### config.mk
export PLATFORM = sky130hd
export DESIGN_NAME = fetch_bht
export DESIGN_NICKNAME = d
export VERILOG_FILES = /design/src/design/fetch_pkg.sv /design/src/design/fetch_bht.sv
export SDC_FILE = /design/constraint.sdc
export NUM_CORES = 1
export LEC_CHECK = 0
export BUFFER_PORTS_ARGS = -buffer_cell sky130_fd_sc_hd__buf_4
export CORE_MARGIN = 2
export CORE_UTILIZATION = 40
export CTS_BUF_LIST = sky130_fd_sc_hd__clkbuf_8 sky130_fd_sc_hd__clkbuf_16
export CTS_CLUSTER_SIZE = 30
export DETAILED_ROUTE_END_ITERATION = 10
export SKIP_CTS_REPAIR_TIMING = 1
export SLEW_MARGIN = 20
export SYNTH_ARGS = -nofsm -noshare
export SYNTH_HDL_FRONTEND = slang
export SYNTH_SLANG_ARGS = --single-unit
### constraint.sdc
create_clock -name clock -period 7.8 [get_ports clock]
set_input_delay 1.56 -clock clock [delete_from_list [all_inputs] [get_ports clock]]
set_output_delay 1.56 -clock clock [all_outputs]
set_load 0.03 [all_outputs]
### src/design/fetch_pkg.sv
// fetch package: sizes, reset values, the memory line union and table index helpers
package fetch_pkg;

	////////////////////
	// widths and sizes
	////////////////////
	localparam int pc_width       = 64;   // full Alpha PC
	localparam int inst_width     = 32;   // one instruction word
	localparam int bht_index_bits = 6;    // 64 counters, pc[7:2]
	localparam int btb_index_bits = 5;    // 32 entries, pc[6:2]
	localparam int bht_entries    = 1 << bht_index_bits;
	localparam int btb_entries    = 1 << btb_index_bits;
	// tag is everything above the index and the byte offset
	localparam int btb_tag_bits   = pc_width - btb_index_bits - 2;

	localparam logic [pc_width-1:0] reset_pc  = '0;     // first fetch address
	localparam logic [1:0]          ctr_reset = 2'b01;  // weakly not taken

	////////////////////
	// memory line
	////////////////////
	// one aligned doubleword from instruction memory
	// slot[0] is the word at the line address, slot[1] the word at +4
	typedef union packed {
		logic [2*inst_width-1:0]        whole;  // as returned by the memory
		logic [1:0][inst_width-1:0]     slot;   // as two instruction words
	} fetch_line_u;

	////////////////////
	// pc field helpers
	////////////////////
	function automatic logic [bht_index_bits-1:0] bht_index(input logic [pc_width-1:0] pc);
		return pc[bht_index_bits+1:2];  // word index, low bits
	endfunction

	function automatic logic [btb_index_bits-1:0] btb_index(input logic [pc_width-1:0] pc);
		return pc[btb_index_bits+1:2];
	endfunction

	// upper pc bits, compared on every btb lookup
	function automatic logic [btb_tag_bits-1:0] btb_tag(input logic [pc_width-1:0] pc);
		return pc[pc_width-1:btb_index_bits+2];
	endfunction

endpackage

### src/design/fetch_bht.sv
// branch history table: two-bit saturating counters, two read ports, one training port
`timescale 1ns/1ps

module fetch_bht
(
	input  logic                          clock,
	input  logic                          reset,
	input  logic [fetch_pkg::pc_width-1:0] lookup_pc0,     // slot 0 pc
	input  logic [fetch_pkg::pc_width-1:0] lookup_pc1,     // slot 1 pc
	input  logic                          resolve_valid,  // pulse from execute
	input  logic [fetch_pkg::pc_width-1:0] resolve_pc,
	input  logic                          resolve_taken,
	output logic                          taken0,         // counter says taken
	output logic                          taken1
);

	// counter array, one per word index
	logic [1:0] ctr [fetch_pkg::bht_entries];

	logic [fetch_pkg::bht_index_bits-1:0] rd_idx0;
	logic [fetch_pkg::bht_index_bits-1:0] rd_idx1;
	logic [fetch_pkg::bht_index_bits-1:0] wr_idx;
	logic [1:0]                           ctr_cur;   // counter being trained
	logic [1:0]                           ctr_next;  // its updated value

	////////////////////
	// lookup
	////////////////////
	assign rd_idx0 = fetch_pkg::bht_index(lookup_pc0);
	assign rd_idx1 = fetch_pkg::bht_index(lookup_pc1);

	// msb set means 2 or 3, predict taken
	assign taken0 = ctr[rd_idx0][1];
	assign taken1 = ctr[rd_idx1][1];

	////////////////////
	// training
	////////////////////
	assign wr_idx  = fetch_pkg::bht_index(resolve_pc);
	assign ctr_cur = ctr[wr_idx];

	always_comb
	begin
		ctr_next = ctr_cur;
		if (resolve_taken)
		begin
			if (ctr_cur != 2'b11)
				ctr_next = ctr_cur + 2'd1;  // count up, stop at 3
		end
		else
		begin
			if (ctr_cur != 2'b00)
				ctr_next = ctr_cur - 2'd1;  // count down, stop at 0
		end
	end

	// every resolve trains, taken or not
	always_ff @(posedge clock)
	begin
		if (reset)
		begin
			for (int i = 0; i < fetch_pkg::bht_entries; i++)
				ctr[i] <= fetch_pkg::ctr_reset;  // all weakly not taken
		end
		else if (resolve_valid)
		begin
			ctr[wr_idx] <= ctr_next;
		end
	end

endmodule

* Word-level counts from Yosys, hierarchy flattened
Memory sizes are Yosys's and may differ from the RTL's. Index checks and enable logic that the tools add are counted.
Word-level totals: RAM bits 128, output and inout port bits 2, memories kept 1, register bits 0, bits of input ports 196, logic and storage cells 17
Cells by class: add/subtract/negate cells 2, eq/ne operators 1, reduce and logical (&&, ||, !) cells 2, multiplexer cells 11
Memory list:
- ctr | words 64, width 2, read ports 3, clocked after Yosys merged registers in 0, wr ports 64, RTL line fetch_bht.sv:18 | logic [1:0] ctr [fetch_pkg::bht_entries];
Operators by type and width (number):
- two-way mux 2 bit | 4
- two-way mux 1 bit | 6
- two-way mux 6 bit | 1
- adder 2 x 1 -> 2 bit, second input constant | 1
- != test 2 bit, second input constant | 1
- nonzero test 2 bit | 1
- OR reduction 2 bit | 1
- subtractor 2 x 1 -> 2 bit, second input constant | 1

* Logic depth before layout (Yosys ltp)
depth in word-level cells 5, mapped depth 11, mapped depth without buffers 7

* Worst setup path before layout
OpenSTA, ideal clock, no wires.
kind input port to output port, from input lookup_pc0[2] (netlist bit), to output taken0, arrival 3.653 ns, required time 6.240 ns, stages on the path 6, buffers on the path 2, setup slack 2.587 ns, path through clkbuf_1 buf_2 mux4_2 mux4_2 a211oi_1 a21oi_1
Between the ends: word-level cells in the longest chain between the ends 1
Ends and longest elaborated chain:
- start: declaration | RTL line fetch_bht.sv:8 | input logic [fetch_pkg::pc_width-1:0] lookup_pc0,
- memory read (64 x 2 bit)
- end: declaration | RTL line fetch_bht.sv:13 | output logic taken0,
Every way passes these cells.

* Final worst setup path
Ends and elaborated chain as after synthesis.

==> summary.md <==
| Metric | Value |
|---|---|
| Outcome | `completed` |
| First-pass GRT wire length | `37,800 µm` |
| # clock sinks | `128` |
| NetSw | `0.496 mW` |
| Worst Slack Setup Final | `2.67 ns` |
| DIE WIDTH | `145 µm` |
| Crit start category | `input pin` |
| Clock Path Buffers | `2` |
| Syn_area_per_cell | `11.8 µm²` |
| Final Core Density | `44.7%` |
| Area grow syn2layout | `9.60%` |
| Power per cell area | `212 mW/mm²` |
| Die area | `0.0211 mm²` |
| RSZ-0062 raised after global routing | `no` |
| Pre-CTS WS | `2.29 ns` |
| Maximum vdd drop | `0.168 mV` |
| Drt pass-1 iters | `6` |
| Crit end category | `output port` |
| Library cells used by synthesis | `56` |
| Setup CP Type | `in -> out` |
| Period utilization | `65.8%` |
| Yosys top cell area share | `48.3%` |
| Req. time, crit path | `6.24 ns` |
| Routability cong. | `0.881` |
| Clock power share | `42.8%` |
| Fin nets | `848` |
| H-tree depth | `4` |
| Commonest non-fill, non-tap cell in the layout | `edfxtp_1` |
| Sequential share of the synthesized area | `48.3%` |
| Largest registers | `ctr x128` |
| Most frequent cells in the layout | `edfxtp_1 (128), nand2_1 (84), o21ai_0 (68)` |
| Crit path max fanout | `16` |
| Power Internal | `1.35 mW` |
| FILL cells | `1,828` |
| Die H | `145 µm` |
| DP HPWL | `15,800 µm` |
| Vias in the first global route | `6,364` |
| CP max stage delay | `0.61 ns` |
| # DRC | `0` |
| Reg with most FFs | `ctr` |
| Io pins | `198` |
| Top_reg_cell synth | `edfxtp_1` |
| Root buffer cell | `clkbuf_16` |
| Final Routed Wirelength | `24,500 µm` |
| Routed Antenna Nets | `0` |
| CTS tree | `done` |
| Mapped Area | `0.00796 mm²` |
| Measured slew at the worst slew-check pin | `1.19 ns` |
| Routed WL per cell | `26.4 µm` |
| Max Fclk | `195 MHz` |
| Largest net degree at the start of global routing | `69` |
| Slowest CP cell | `mux4_2` |
| Max Cap Viol | `0` |
| Post-route cell area | `0.00873 mm²` |
| Non-Filler Instances | `929` |
| Port Buffers | `23` |
| Post-Route Setup TNS | `0 ns` |
| Antenna diode count | `0` |
| Clock skew | `0.00524 ns` |
| Final setup violation count | `0` |
| Critical-path cell list | `buf_4 > mux4_2 > mux4_2 > nor2b_1 > a211oi_1 > a21oi_1 > buf_4` |
| Worst slew margin | `20.3%` |
| GRT overflow | `0` |
| Asr flop ratio synth | `0%` |
| TritonCTS buffer count | `17` |
| Synth top area cells | `edfxtp_1 (48%), mux4_2 (13%), o21ai_0 (4.3%)` |
| GRT Overall Usage | `23.9%` |
| Clk_lat worst skew | `0.43 ns` |
| Initial DRC count | `784` |
| Reg power frac | `42.6%` |
| Leakage | `2.78 nW` |
| Comb pwr share | `14.6%` |
| Buffers & Inverters on Critical Path | `2` |
| Row cnt | `51` |
| Placed cells | `897` |
| Critical path arrival | `3.57 ns` |
| Final hold vios | `0` |
| Yosys warnings | `0` |
| Syn Inst Count | `673` |
| Clk slew on worst S/H paths | `0.05 ns` |
| Core Area | `0.0195 mm²` |
| Yosys reg bits | `128` |
| Worst hold path type | `reg -> reg` |
| Synth area leader | `edfxtp_1` |
| Post-synth EDFFs | `128` |
| Post-layout min period | `5.13 ns` |
| Placed cell area | `0.00812 mm²` |
| Via density | `6.65` |
| Synthesized net count | `869` |
| DR vias | `6,174` |
| Max FFs per register | `128` |
| Initial antenna violation count | `2` |
| Fraction of layout cells with a size suffix above 1 | `20.9%` |
| Max Transition Viols Final | `0` |
| CP delay by family, top | `multiplexers` |
| Initial Utilization | `40.8%` |
| Switching share of power | `26.9%` |
## metal layers
layer	vias to the layer above	GRT usage, %	wire [µm]
li1	2597	-	-
met2	386	37.9	11600
met1	3118	31.0	9700
met5	-	0	13
met4	2	10.4	789
met3	71	6.23	2420
## cell type report
| type | count | area (µm²) | share of cell area (%) |
|---|---|---|---|
| flip-flops and latches | 128 | 3840 | 44.0 |
| multi-input cells | 470 | 3710 | 42.5 |
| clock buffers | 17 | 425 | 4.87 |
| well taps | 265 | 332 | 3.80 |
| repair buffers | 31 | 253 | 2.90 |
| clock inverters | 14 | 151 | 1.73 |
| inverters | 4 | 15.0 | 0.172 |
## power by group through the flow
stage	clock [mW]	combinational, mW	sequential (mW)
after floorplan	0	0.188	0.793
after global placement	0	0.254	0.799
after detailed placement	0	0.260	0.801
after CTS	0.790	0.260	0.787
after global routing	0.820	0.283	0.789
final	0.789	0.270	0.787
## tightest hold or removal path, stage by stage, from the launching register on
cell      delay [ns]
edfxtp_1        0.37
mux2_2          0.16
a32oi_1         0.05
o221ai_1        0.10
a22oi_2         0.09
nand4_4         0.14
a21oi_4         0.18
o21bai_1        0.17
## Yosys cell counts (all sizes together), types with 2 or more instances
library cell / n
edfxtp: 128
nand2: 84
o21ai: 70
mux4: 47
nor2: 42
a21oi: 38
clkbuf: 37
buf: 34
o21bai: 29
a21boi: 27
a221oi: 14
mux2: 13
a211oi: 12
mux2i: 12
a22oi: 10
nor2b: 9
o211ai: 9
o221ai: 7
nand3: 6
and2: 5
and3: 5
nor3: 5
a32oi: 4
inv: 4
and3b: 3
nor3b: 3
a22o: 2
nand3b: 2
o2bb2ai: 2
## logic make-up after synthesis
kind of cell	Yosys count	synth area share, %
buffers and inverters	75	5.36
AO/OA/AOI/OAI	228	19.8
AND/OR/NAND/NOR	170	9.84
multiplexers	72	16.8
flip-flops	128	48.3
## final timing paths
| path | startpoint | endpoint | slack (ns) | cells after the start |
|---|---|---|---|---|
| max | lookup_pc0[2] | taken0 | 2.67 | 7 |
| min | ctr[9][1] | ctr[10][0] | 1.38 | 7 |
| max reg2reg | ctr[2][1] | ctr[30][0] | 4.37 | 8 |
| min reg2reg | ctr[9][1] | ctr[10][0] | 1.38 | 7 |
## metrics by stage
step | power (mW) | hold WS (ns)
after global routing | 1.89 | 1.44
after CTS | 1.84 | 1.35
after floorplan | 0.982 | 1.06
final | 1.85 | 1.38
after detailed placement | 1.06 | 1.32
after global placement | 1.05 | 1.32
No activity file was read; power rests on OpenSTA's default activity.
