File: src/design/fetch_pkg.sv
// fetch package: sizes, reset values, the memory line union and table index helpers
package fetch_pkg;

	////////////////////
	// widths and sizes
	////////////////////
	localparam int pc_width       = 64;   // full Alpha PC
	localparam int inst_width     = 32;   // one instruction word
	localparam int bht_index_bits = 6;    // 64 counters, pc[7:2]
	localparam int btb_index_bits = 5;    // 32 entries, pc[6:2]
	localparam int bht_entries    = 1 << bht_index_bits;
	localparam int btb_entries    = 1 << btb_index_bits;
	// tag is everything above the index and the byte offset
	localparam int btb_tag_bits   = pc_width - btb_index_bits - 2;

	localparam logic [pc_width-1:0] reset_pc  = '0;     // first fetch address
	localparam logic [1:0]          ctr_reset = 2'b01;  // weakly not taken

	////////////////////
	// memory line
	////////////////////
	// one aligned doubleword from instruction memory
	// slot[0] is the word at the line address, slot[1] the word at +4
	typedef union packed {
		logic [2*inst_width-1:0]        whole;  // as returned by the memory
		logic [1:0][inst_width-1:0]     slot;   // as two instruction words
	} fetch_line_u;

	////////////////////
	// pc field helpers
	////////////////////
	function automatic logic [bht_index_bits-1:0] bht_index(input logic [pc_width-1:0] pc);
		return pc[bht_index_bits+1:2];  // word index, low bits
	endfunction

	function automatic logic [btb_index_bits-1:0] btb_index(input logic [pc_width-1:0] pc);
		return pc[btb_index_bits+1:2];
	endfunction

	// upper pc bits, compared on every btb lookup
	function automatic logic [btb_tag_bits-1:0] btb_tag(input logic [pc_width-1:0] pc);
		return pc[pc_width-1:btb_index_bits+2];
	endfunction

endpackage

File: src/design/fetch_pc.sv
// fetch pc stage: pc register, slot select and validity, taken kill, next-pc mux
`timescale 1ns/1ps

module fetch_pc
(
	input  logic                              clock,
	input  logic                              reset,
	input  logic [2*fetch_pkg::inst_width-1:0] imem_data,    // aligned line for imem_addr
	input  logic                              imem_valid,
	input  logic [1:0]                        accept,       // how many slots downstream takes
	input  logic                              redirect,     // pulse from execute
	input  logic [fetch_pkg::pc_width-1:0]     redirect_pc,
	input  logic                              taken0,       // bht says taken
	input  logic                              taken1,
	input  logic                              hit0,         // btb has a target
	input  logic                              hit1,
	input  logic [fetch_pkg::pc_width-1:0]     target0,
	input  logic [fetch_pkg::pc_width-1:0]     target1,
	output logic [fetch_pkg::pc_width-1:0]     imem_addr,
	output logic [fetch_pkg::pc_width-1:0]     lookup_pc0,   // to both tables
	output logic [fetch_pkg::pc_width-1:0]     lookup_pc1,
	output logic [fetch_pkg::inst_width-1:0]   inst0,
	output logic [fetch_pkg::inst_width-1:0]   inst1,
	output logic [fetch_pkg::pc_width-1:0]     pc0,
	output logic [fetch_pkg::pc_width-1:0]     pc1,
	output logic                              valid0,
	output logic                              valid1
);

	logic [fetch_pkg::pc_width-1:0] pc_reg;      // address being fetched
	logic [fetch_pkg::pc_width-1:0] pc_plus_4;
	logic [fetch_pkg::pc_width-1:0] pc_plus_8;
	logic [fetch_pkg::pc_width-1:0] next_pc;
	fetch_pkg::fetch_line_u         line;        // memory word, split into slots
	logic                           pred0;       // slot 0 predicted taken
	logic                           pred1;
	logic                           take_two;    // both slots leave this cycle

	////////////////////
	// address and slots
	////////////////////
	assign pc_plus_4 = pc_reg + 64'd4;
	assign pc_plus_8 = pc_reg + 64'd8;

	assign imem_addr = {pc_reg[fetch_pkg::pc_width-1:3], 3'b000};  // line aligned

	assign line.whole = imem_data;

	// bit 2 picks the upper word when the pc sits in the middle of a line
	assign inst0 = pc_reg[2] ? line.slot[1] : line.slot[0];
	assign inst1 = line.slot[1];  // only valid when pc is aligned

	assign pc0 = pc_reg;
	assign pc1 = pc_plus_4;

	assign lookup_pc0 = pc_reg;
	assign lookup_pc1 = pc_plus_4;

	////////////////////
	// prediction, validity
	////////////////////
	// counter and btb must agree before we jump
	assign pred0 = taken0 & hit0;
	assign pred1 = taken1 & hit1;

	assign valid0 = imem_valid & ~reset;

	// slot 1 needs an aligned pc and no taken branch ahead of it
	assign valid1 = valid0 & ~pc_reg[2] & ~pred0;

	// accept of 2 or more with two live slots
	assign take_two = valid1 & accept[1];

	////////////////////
	// next pc
	////////////////////
	always_comb
	begin
		if (redirect)
			next_pc = redirect_pc;                   // execute wins over everything
		else if (accept == 2'd0 || !valid0)
			next_pc = pc_reg;                        // stall or memory not ready
		else if (take_two)
			next_pc = pred1 ? target1 : pc_plus_8;   // last taken slot is slot 1
		else
			next_pc = pred0 ? target0 : pc_plus_4;   // only slot 0 leaves
	end

	always_ff @(posedge clock)
	begin
		if (reset)
			pc_reg <= fetch_pkg::reset_pc;
		else
			pc_reg <= next_pc;
	end

endmodule

File: config.mk
export PLATFORM = sky130hd
export DESIGN_NAME = fetch_pc
export DESIGN_NICKNAME = d
export VERILOG_FILES = /design/src/design/fetch_pkg.sv /design/src/design/fetch_pc.sv
export SDC_FILE = /design/constraint.sdc
export NUM_CORES = 1
export LEC_CHECK = 0
export ABC_AREA = 1
export BUFFER_PORTS_ARGS = -buffer_cell sky130_fd_sc_hd__buf_2
export CAP_MARGIN = 10
export CORE_AREA = 2 2 252 254
export CTS_BUF_LIST = sky130_fd_sc_hd__clkbuf_16
export CTS_CLUSTER_DIAMETER = 200
export DETAILED_ROUTE_END_ITERATION = 8
export DIE_AREA = 0 0 254 256
export GPL_ROUTABILITY_DRIVEN = 1
export PLACE_DENSITY = 0.4
export SYNTH_ARGS = -nofsm -noshare
export SYNTH_HDL_FRONTEND = slang
export SYNTH_SLANG_ARGS = --single-unit
export TNS_END_PERCENT = 10
File: constraint.sdc
create_clock -name clock -period 3.2 [get_ports clock]
set_input_delay 0.48 -clock clock [delete_from_list [all_inputs] [get_ports clock]]
set_output_delay 0.48 -clock clock [all_outputs]
set_load 0.05 [all_outputs]
After elaboration in Yosys (flattened, before gate mapping)
Cells that the tools add are included.
{ "word_totals": {"ff_bits": 64, "elab_cells": 22} }
{ "op_classes": {"n_addsub": 2, "eq_ne": 1, "mux": 6, "bitwise_logic": 9, "n_reduce_logical": 3} }
{ "op_table": {"columns": ["op", "n"], "rows": [
  ["2-to-1 mux 64 bit", 5],
  ["adder 64 x 3 -> 64 bit (second input constant)", 1],
  ["adder 64 x 4 -> 64 bit (second input constant)", 1],
  ["2-to-1 mux 32 bit", 1],
  ["bitwise AND 1 bit", 6],
  ["inverter 1 bit", 3],
  ["zero test 2 bit", 1],
  ["inequality test 2 bit (second input constant)", 1],
  ["zero test 1 bit", 1],
  ["logical OR 1 bit", 1]
]} }

Depth between registers and ports, before layout
{ "logic_depth": {"word_depth": 8, "depth_mapped": 14} }

Least setup slack after synthesis
OpenSTA, ideal clock, no wires.
{ "synth_timing": {"path_kind": "reg-to-output", "start": "register pc_reg, in the netlist lookup_pc0[4]", "end": "output pc1[19] (netlist bit)", "arrival_time_ns": 2.934, "setup_slack_ns": -0.214, "path_stages_with_launch": 9, "path_buffers": 1, "cell_sequence": "dfxtp_1 ha_1 inv_1 nor2_2 nand2_4 nor2_8 nand2_1 xor2_1 buf_4"} }
{ "synth_via": {"elab_chain_len": 1} }
{ "synth_lines": {"columns": ["item", "line", "source"], "rows": [
  ["from (decl)", "fetch_pc.sv:30", "logic [fetch_pkg::pc_width-1:0] pc_reg;"],
  ["from (signal assigned)", "fetch_pc.sv:92", "pc_reg <= fetch_pkg::reset_pc;"],
  ["from (signal assigned)", "fetch_pc.sv:94", "pc_reg <= next_pc;"],
  ["adder 64 x 3 -> 64 bit", "fetch_pc.sv:42", "assign pc_plus_4 = pc_reg + 64'd4;"],
  ["to (decl)", "fetch_pc.sv:25", "output logic [fetch_pkg::pc_width-1:0] pc1,"]
]} }
No other way between the ends.

Worst setup path after layout
{ "layout_timing": {"start": "register pc_reg, in the netlist lookup_pc0[39]", "end": "output pc1[59] (netlist bit)"} }
Same word-level chain as after synthesis.

==> impl_metrics.tcl <==
set metrics [dict create \
    first_pass_iters 5 \
    placed_cell_area_um2 13500 \
    area.sequential_um2 1290 \
    clock-sinks 64 \
    gp_congestion 0.901 \
    min_period_ns 3.12 \
    max-clock-path-buffers 2 \
    core_um2 62400 \
    drive_gt1_share_pct 36.2 \
    min_period_over_period_pct 97.5 \
    multi_input_area_um2 6550 \
    tns_ns 0 \
    hold_viol_final 0 \
    hold_slack_ns 0.368 \
    drt-initial-drc-count 776 \
    power_density_nw_per_um2 384 \
    synth_edf_count 0 \
    synth.area.top_cells "nand2_1 (20%), buf_4 (17%), nor2_1 (14%)" \
    clock_latency_ns 0.38 \
    ys_warn_count 0 \
    routed_wl_mm 70.4 \
    slew_violations 0 \
    antenna_found_initial 20 \
    largest_reg_flops 64 \
    fillCellCount 7521 \
    finClkSkew_ns 0.00757 \
    drc 0 \
    start_kind "flip-flop" \
    io-pin-count 652 \
    die_h_um 256 \
    vias 13600 \
    synthFlopType "dfxtp_1" \
    grt_use_total_pct 20.9 \
    ant_nets 0 \
    final_cell_area_um2 13900 \
    wl_per_cell_um 22.1 \
    viasPerCell 4.27 \
    setup_viol 0 \
    synthArstFlopShare_pct 0 \
    cts_tree "done" \
    clock.fmax_mhz 320 \
    synth.most_common_cell "nand2_1" \
    dieArea_um2 65000 \
    total_leakage_power_nw 7.16 \
    synth_commonest_cells "nand2_1 (530), nor2_1 (366), buf_4 (227)" \
    clock-root-buffer "clkbuf_16" \
    fp-row-count 92 \
    fin_nets 2593 \
    synth-seq-cells 64 \
    hpwl_mm 58.1 \
    rsz0062_at_grt "true" \
    synth_top_area_cell "nand2_1" \
    worst_ep_required_time_ns 2.72 \
    postSynthAreaPerCell_um2 5.38 \
    slew-limit-headroom_pct 41.9 \
    numPortBuffers 648 \
    arrival_ns 2.64 \
    worstHoldPathType "in2reg" \
    initial_utilization_pct 16.3 \
    synthCells 1887 \
    grt_overflow 0 \
    path_class "reg2out" \
    grt_pass1_vias 12800 \
    grt_max_degree 116 \
    ys_seq_area_share_pct 12.6 \
    endpoint_kind "output pin" \
    synth_cell_type_count 41 \
    dieWidth_um 254 \
    clk_pin_slew_ns 0.07 \
    h-tree-depth 3 \
    status "completed" \
    numCtsBuffers 9 \
    cap_violations 0 \
    area_delta_synth_final_pct 36.8 \
    peakVddDrop_mv 0.235 \
    synth_area_um2 10100 \
    worst_pin_slew_ns 0.871 \
    dp.cells 3159 \
    crit_fanout 9 \
    synth_top_cell_area_share_pct 19.6 \
    instances_no_fill 3185 \
    grt_pass1_wl_mm 96.0 \
]
logic make-up after synthesis:
logic type	count (synthesis)	synth area share [%]
AOI/OAI and AO/OA	244	12.6
xor gates and xnor gates	54	4.74
adders and majority gates	2	0.247
buffers and inverters	407	23.7
DFF	64	12.6
other	1	0.0370
and+or+nand+nor	1115	46.1
metrics by stage:
| step | setup slack (ns) | total power [mW] | util [%] |
|---|---|---|---|
| finish | 0.0786 | 5.32 | 22.2 |
| global route | -0.00238 | 5.57 | 22.2 |
| CTS | 0.00738 | 5.38 | 22.1 |
| detailed placement | 0.245 | 4.27 | 21.6 |
| global placement | 0.268 | 4.29 | 21.6 |
| floorplan | -0.186 | 3.38 | - |
routing by layer:
metal	vias to the layer above	wire, µm	GRT usage (%)
met1	6325	29100	25.2
li1	6631	-	-
met5	-	26	0
met3	79	3770	3.09
met4	4	1920	7.16
met2	570	35600	37.2
cells in the final DEF (no fill, tap or decap), types with 3 or more instances in the layout:
master and instances:
clkinvlp_4 3, o21ai_0 111, nor2_2 28, or2_2 5
a21oi_1 85, xor2_1 32, o211ai_1 7, buf_12 28
clkbuf_16 9, nand2_4 3, xnor2_1 17, nand3_1 125
dfxtp_2 11, clkinv_1 4, buf_2 620, nand2_1 526
conb_1 3, buf_4 79, nand2_2 20, o21ai_1 27
nor2_1 361, a31oi_1 3, nand4_1 24, dfxtp_1 53
inv_2 7, xor2_2 4, nor2_4 16, inv_1 92
diode_2 10
worst max-delay path, stage by stage, from the launching register on:
cell,delay (ns)
dfxtp_2,0.50
nand2_1,0.12
nor2_1,0.33
nand2_1,0.19
nor2_1,0.33
nand2_1,0.20
o21ai_0,0.23
nand2_1,0.13
buf_2,0.23
layout make-up:
class	count	area share (%)
inverter	103	2.80
clock inverter	6	0.442
tap	846	7.63
sequential	64	9.33
multi-input combinational	1418	47.2
timing repair buffer	729	30.8
clock buffer	9	1.62
antenna	10	0.180
power breakdown:
group          total (mW)  internal, mW  switching (mW)  leakage [nW]
combinational        3.24         0.788            2.45          6.49
sequential          0.996         0.868           0.128         0.534
clock                1.09         0.595           0.494         0.131
worst paths after layout:
kind	start	end	slack, ns	depth (start not counted)
max reg2reg	lookup_pc0[5]	lookup_pc0[36]	0.69	12
min reg2reg	lookup_pc0[49]	lookup_pc0[49]	0.58	2
max	lookup_pc0[39]	pc1[59]	0.08	8
min	redirect_pc[34]	lookup_pc0[34]	0.37	3
timing repair:
action,4_1_cts,5_1_grt
setup buffers,0,1
gates resized for setup,5,21
pin swaps,0,1
hold buffers,0,0
setup endpoints to repair,16,37
Note: power is estimated with default switching activity, not from simulation.
