<file path="src/design/fetch_pkg.sv">
// fetch package: sizes, reset values, the memory line union and table index helpers
package fetch_pkg;

	////////////////////
	// widths and sizes
	////////////////////
	localparam int pc_width       = 64;   // full Alpha PC
	localparam int inst_width     = 32;   // one instruction word
	localparam int bht_index_bits = 6;    // 64 counters, pc[7:2]
	localparam int btb_index_bits = 5;    // 32 entries, pc[6:2]
	localparam int bht_entries    = 1 << bht_index_bits;
	localparam int btb_entries    = 1 << btb_index_bits;
	// tag is everything above the index and the byte offset
	localparam int btb_tag_bits   = pc_width - btb_index_bits - 2;

	localparam logic [pc_width-1:0] reset_pc  = '0;     // first fetch address
	localparam logic [1:0]          ctr_reset = 2'b01;  // weakly not taken

	////////////////////
	// memory line
	////////////////////
	// one aligned doubleword from instruction memory
	// slot[0] is the word at the line address, slot[1] the word at +4
	typedef union packed {
		logic [2*inst_width-1:0]        whole;  // as returned by the memory
		logic [1:0][inst_width-1:0]     slot;   // as two instruction words
	} fetch_line_u;

	////////////////////
	// pc field helpers
	////////////////////
	function automatic logic [bht_index_bits-1:0] bht_index(input logic [pc_width-1:0] pc);
		return pc[bht_index_bits+1:2];  // word index, low bits
	endfunction

	function automatic logic [btb_index_bits-1:0] btb_index(input logic [pc_width-1:0] pc);
		return pc[btb_index_bits+1:2];
	endfunction

	// upper pc bits, compared on every btb lookup
	function automatic logic [btb_tag_bits-1:0] btb_tag(input logic [pc_width-1:0] pc);
		return pc[pc_width-1:btb_index_bits+2];
	endfunction

endpackage

</file>
<file path="src/design/fetch_btb.sv">
// branch target buffer: direct mapped, tagged entries, two lookup ports, one write port
`timescale 1ns/1ps

module fetch_btb
(
	input  logic                          clock,
	input  logic                          reset,
	input  logic [fetch_pkg::pc_width-1:0] lookup_pc0,
	input  logic [fetch_pkg::pc_width-1:0] lookup_pc1,
	input  logic                          resolve_valid,   // pulse from execute
	input  logic [fetch_pkg::pc_width-1:0] resolve_pc,
	input  logic                          resolve_taken,   // only taken branches fill
	input  logic [fetch_pkg::pc_width-1:0] resolve_target,
	output logic                          hit0,
	output logic                          hit1,
	output logic [fetch_pkg::pc_width-1:0] target0,         // meaningful only on hit0
	output logic [fetch_pkg::pc_width-1:0] target1
);

	////////////////////
	// storage
	////////////////////
	logic                               entry_valid  [fetch_pkg::btb_entries];
	logic [fetch_pkg::btb_tag_bits-1:0] entry_tag    [fetch_pkg::btb_entries];
	logic [fetch_pkg::pc_width-1:0]     entry_target [fetch_pkg::btb_entries];

	logic [fetch_pkg::btb_index_bits-1:0] rd_idx0;
	logic [fetch_pkg::btb_index_bits-1:0] rd_idx1;
	logic [fetch_pkg::btb_index_bits-1:0] wr_idx;
	logic                                 wr_en;

	assign rd_idx0 = fetch_pkg::btb_index(lookup_pc0);
	assign rd_idx1 = fetch_pkg::btb_index(lookup_pc1);
	assign wr_idx  = fetch_pkg::btb_index(resolve_pc);

	// a not-taken resolve leaves the entry alone
	assign wr_en = resolve_valid & resolve_taken;

	////////////////////
	// lookup
	////////////////////
	// hit needs a live entry whose tag matches the upper pc bits
	assign hit0 = entry_valid[rd_idx0] &&
		(entry_tag[rd_idx0] == fetch_pkg::btb_tag(lookup_pc0));
	assign hit1 = entry_valid[rd_idx1] &&
		(entry_tag[rd_idx1] == fetch_pkg::btb_tag(lookup_pc1));

	assign target0 = entry_target[rd_idx0];
	assign target1 = entry_target[rd_idx1];

	////////////////////
	// update
	////////////////////
	// valid bits clear on reset
	always_ff @(posedge clock)
	begin
		if (reset)
		begin
			for (int i = 0; i < fetch_pkg::btb_entries; i++)
				entry_valid[i] <= 1'b0;
		end
		else if (wr_en)
		begin
			entry_valid[wr_idx] <= 1'b1;
		end
	end

	// tag and target just overwrite, an alias at the same index evicts the old branch
	always_ff @(posedge clock)
	begin
		if (wr_en)
		begin
			entry_tag[wr_idx]    <= fetch_pkg::btb_tag(resolve_pc);
			entry_target[wr_idx] <= resolve_target;
		end
	end

endmodule

</file>
<file path="config.mk">
export PLATFORM = sky130hd
export DESIGN_NAME = fetch_btb
export DESIGN_NICKNAME = d
export VERILOG_FILES = /design/src/design/fetch_pkg.sv /design/src/design/fetch_btb.sv
export SDC_FILE = /design/constraint.sdc
export NUM_CORES = 2
export LEC_CHECK = 0
export ABC_AREA = 0
export BUFFER_PORTS_ARGS = -buffer_cell sky130_fd_sc_hd__buf_4
export CORE_MARGIN = 1.5
export CORE_UTILIZATION = 44
export DETAILED_ROUTE_END_ITERATION = 10
export PLACE_DENSITY = 0.55
export SETUP_SLACK_MARGIN = 0.15
export SYNTH_ARGS = -nofsm -noshare
export SYNTH_HDL_FRONTEND = slang
export SYNTH_SLANG_ARGS = --single-unit
</file>
<file path="constraint.sdc">
create_clock -name clock -period 14.1 [get_ports clock]
set_input_delay 0 -clock clock [delete_from_list [all_inputs] [get_ports clock]]
set_output_delay 0 -clock clock [all_outputs]
set_load 0.1 [all_outputs]
</file>
# == Yosys cells after proc, flatten, opt, wreduce, memory -nomap -nowiden ==
# Memory sizes are Yosys's and may differ from the RTL's.
# Cells that the tools add are included.
# op_classes
n_eq_ne,2
mux,9
bitwise,1
reduce_logical,3
# ops
operator,count
== test 57 bit,2
2-to-1 mux 1 bit,8
2-to-1 mux 5 bit,1
logical AND 1 bit,2
bitwise AND 1 bit,1
OR reduction 1 bit,1
# word_totals
register_bits,0
ramBits,3904
input_bits,260
out_inout_bits,130
wordCells,18
n_memories,3
# memory_table
name,words,width,rd,rd_ports_with_merged_regs,write_ports,line,text
entry_target,32,64,2,0,1,fetch_btb.sv:25,logic [fetch_pkg::pc_width-1:0] entry_target [fetch_pkg::btb_entries];
entry_tag,32,57,2,0,1,fetch_btb.sv:24,logic [fetch_pkg::btb_tag_bits-1:0] entry_tag [fetch_pkg::btb_entries];
entry_valid,32,1,2,0,32,fetch_btb.sv:23,logic entry_valid [fetch_pkg::btb_entries];

# == Logic depth before layout (Yosys ltp) ==
# depth
ltp_word,6
depth_mapped,16
ltp_nobuf,9

# == Least setup slack after synthesis ==
# No wires, ideal clock.
# synth_path
kind,input to register
from,input resolve_pc[3] (netlist bit)
to,memory entry_tag[12][0] (netlist bit) (enable)
setup_time_ns,0.604
arrival_ns,5.626
t_required_ns,13.496
slack_ns,7.869
stages,3
path_buffers,1
path_cell_list,or3_1 clkbuf_1 nor2_1
# synth_rtl
element,line,text
from (decl),fetch_btb.sv:11,"input logic [fetch_pkg::pc_width-1:0] resolve_pc,"
to (decl),fetch_btb.sv:24,
# No word-level cell before the write port.

# == Final worst setup path ==
# layout_path
from,input lookup_pc0[2] (netlist bit)
to,output hit0
# layout_between
elab_chain_cells,3
word_cells_on_any_way,4
classes_between,eq/ne (1); reduce/logical (1); memory (2)
# layout_rtl
element,line,text
from (decl),fetch_btb.sv:8,"input logic [fetch_pkg::pc_width-1:0] lookup_pc0,"
memory read (32 x 57 bit),-,
== test 57 bit,fetch_btb.sv:44,(entry_tag[rd_idx0] == fetch_pkg::btb_tag(lookup_pc0));
logical AND 1 bit (*),fetch_btb.sv:43,assign hit0 = entry_valid[rd_idx0] &&
to (decl),fetch_btb.sv:14,"output logic hit0,"
# Mark *: on every way between the ends. The rest lies on a longest branch, timed or not.

==> results_dict.tcl <==
set metrics [dict create \
    status "complete, but fails checks" \
    violations "capacitance limit" \
    placed_area_um2 189300 \
    p_total_mw 26.34 \
    avgSynthCellArea_um2 21.14 \
    antenna_found_initial 51 \
    ios 390 \
    start_util_pct 44.23 \
    hp-start "resolve_target[57]" \
    synth_area_um2 179900 \
    synth-seq-cells 3904 \
    grt_first_pass_wirelength_um 875300 \
    synth_top_area_cell "edfxtp_1" \
    cts_sinks 3904 \
    powerDensity_nw_per_um2 128.6 \
    ctsHoldBuffers 219 \
    hold_slack_ns 0.05140 \
    finalHoldViolations 0 \
    place.gp.congestion 0.8970 \
    slew_headroom_pct 0.4013 \
    synth-async-reset-ratio_pct 0 \
    drive_gt1_share_pct 36.38 \
    drtAntennaViolNets 0 \
    dpl.hpwl_um 354800 \
    power.leakage_nw 64.59 \
    synth_top_area_share_pct 64.64 \
    crit_top_cell "buf_4" \
    tightest_slew_ns 1.487 \
    drc 0 \
    final_util_pct 50.35 \
    stdcell_count 14983 \
    cts-root-buf "clkbuf_16" \
    worstPathRequired_ns 14.10 \
    synth_flop_cell "edfxtp_1" \
    nets 9453 \
    initialDrtViolationCount 13793 \
    drt_pre_antenna_iters 5 \
    cp_cell_sequence "buf_16 > buf_12 > buf_4 > buf_4 > mux4_2 > a31oi_1 > o21ai_0 > nor3b_1 > a2111oi_0 > nand4_1 > or4_1 > nor4_2 > buf_4" \
    num_vias 101899 \
    r2r_start "entry_valid[4]" \
    critPathBufInv 5 \
    crit_family "buffers and inverters" \
    clk_latency_ns 1.00 \
    max_freq_mhz 149.0 \
    cts_tree "yes" \
    dieWidth_um 642.4 \
    syn_nets 8770 \
    htree_levels 5 \
    yosysSeqAreaShare_pct 65.00 \
    rr_worst_depth 2 \
    port_buffers 383 \
    startpoint_type "input port" \
    hold_end "entry_target[3][57]" \
    rows 234 \
    timing.rr.end "entry_valid[4]" \
    slowest_stage "nor4_2" \
    syn_to_final_growth_pct 13.83 \
    die_y_um 642.4 \
    startpoint "lookup_pc0[2]" \
    vdd_drop_max_v 0.0001129 \
    clockBufferDepth 4 \
    worstSetupPathDepth 13 \
    fin_area_um2 204700 \
    fp.dieArea_um2 412700 \
    fin_ws_ns 7.388 \
    routedWlPerCell_um 42.66 \
    cp.arrival_ns 6.71 \
    min_path_type "in2reg" \
    ys_warn_count 0 \
    post_cts_resized 0 \
    finalSetupViolCount 0 \
    clock_skew_ns 0 \
    core_area_um2 406700 \
    fin_crit_sh_pct 47.60 \
    grt_max_degree 147 \
    post_cts_buffers 0 \
    yosys-top-cells-area "edfxtp_1 65%, mux4_2 27%, mux2i_1 1.4%, nand2_1 1.1%, buf_2 0.71%" \
    fin_crit_ns 6.712 \
    synthDistinctLibCells 70 \
    min_path_cells 2 \
    postSynthCellCount 8510 \
    clk_pin_slew_ns 0.06 \
    grt_pass1_vias 104621 \
    grtUsageTotal_pct 30.74 \
    vias_per_cell 6.801 \
    slowest_delay_ns 0.92 \
    synth_edf_count 3872 \
    critical_path_class "in2out" \
    crit_fanout 97 \
    cap_violations 1 \
    grt-ovfl-total 0 \
    dp_slack_ns 7.499 \
    rrSetupSlack_ns 13.47 \
    finalSetupTns_ns 0 \
    routed_wl_um 639100 \
    endpoint_kind "output port" \
    numCtsBuffers 429 \
    maxSlewViolCount 0 \
    rsz0062_at_grt "no" \
    placedCellCount 13971 \
]
[report_power, final]
part | switching (mW) | internal (mW) | total [mW] | leakage (nW)
Clock | 4.67 | 6.14 | 10.8 | 6.43
Sequential | 0.0317 | 12.8 | 12.9 | 35.1
Combinational | 1.69 | 0.962 | 2.65 | 23.1
Total | 6.40 | 19.9 | 26.3 | 64.6
[final cells by class]
class	count	area, um^2
Antenna cell	20	50.05
Timing Repair Buffer	887	7649
Multi-Input combinational cell	3956	60070
Fill cell	32473	201900
Tap cell	5428	6792
Clock buffer	538	11320
Sequential cell	3904	116900
Inverter	15	90.09
Clock inverter	235	1861
[sequential cells by signal, summed over array words and instances (netlist names)]
signal,flops
entry_valid,32
entry_tag,1824
entry_target,2048
[synth_stat cells, drive strengths merged (28+ instances only)]
| cell type | count |
|---|---|
| mux2i | 253 |
| xor2 | 71 |
| nor2b | 36 |
| a22oi | 72 |
| a21oi | 56 |
| a211oi | 28 |
| dfxtp | 32 |
| mux4 | 2165 |
| nor3 | 28 |
| nor2 | 175 |
| nand2 | 537 |
| o221ai | 28 |
| a221oi | 32 |
| clkbuf | 196 |
| buf | 439 |
| edfxtp | 3872 |
| nor4 | 34 |
| o21ai | 55 |
| o22ai | 120 |
| xnor2 | 38 |
[per-layer routing]
metal | track usage (%) | wire, um | share of wire, % | vias up
met5 | 0 | 156 | 0.024 | -
met4 | 12.19 | 29780 | 4.7 | 26
met3 | 4.709 | 53070 | 8.3 | 1120
met2 | 50.44 | 312700 | 49 | 5544
met1 | 41.58 | 243400 | 38 | 56499
li1 | - | - | - | 38710
[cell families after synthesis]
kind of cell	after synthesis	share of synthesized area [%]
and+or+nand+nor	926	2.222
xor gates and xnor gates	109	0.5307
AOI/OAI and AO/OA	495	1.920
DFF	3904	65.00
buffers and inverters	650	1.765
muxes	2426	28.57
[layout by cell type, fill, tap and decap left out, types with 71 or more instances in the layout]
cell type      netlist  routed
edfxtp_1          3872    3872
mux4_2            2164    2164
buf_4               54     631
nand2_1            536     536
clkbuf_16            0     437
mux2i_1            253     253
dlygate4sd3_1        0     218
nor2_1             175     138
o22ai_1            120     120
clkinv_1             2     106
clkbuf_1           195     100
clkinv_2             0      73
a22oi_1             72      72
xor2_1              71      71
[worst max path at each step]
stage / end
after detailed placement: hit0
after CTS: hit0
after floorplan: entry_tag[12][0]
after global placement: hit0
final: hit0
after global routing: hit0
No activity file was read; power rests on OpenSTA's default activity.
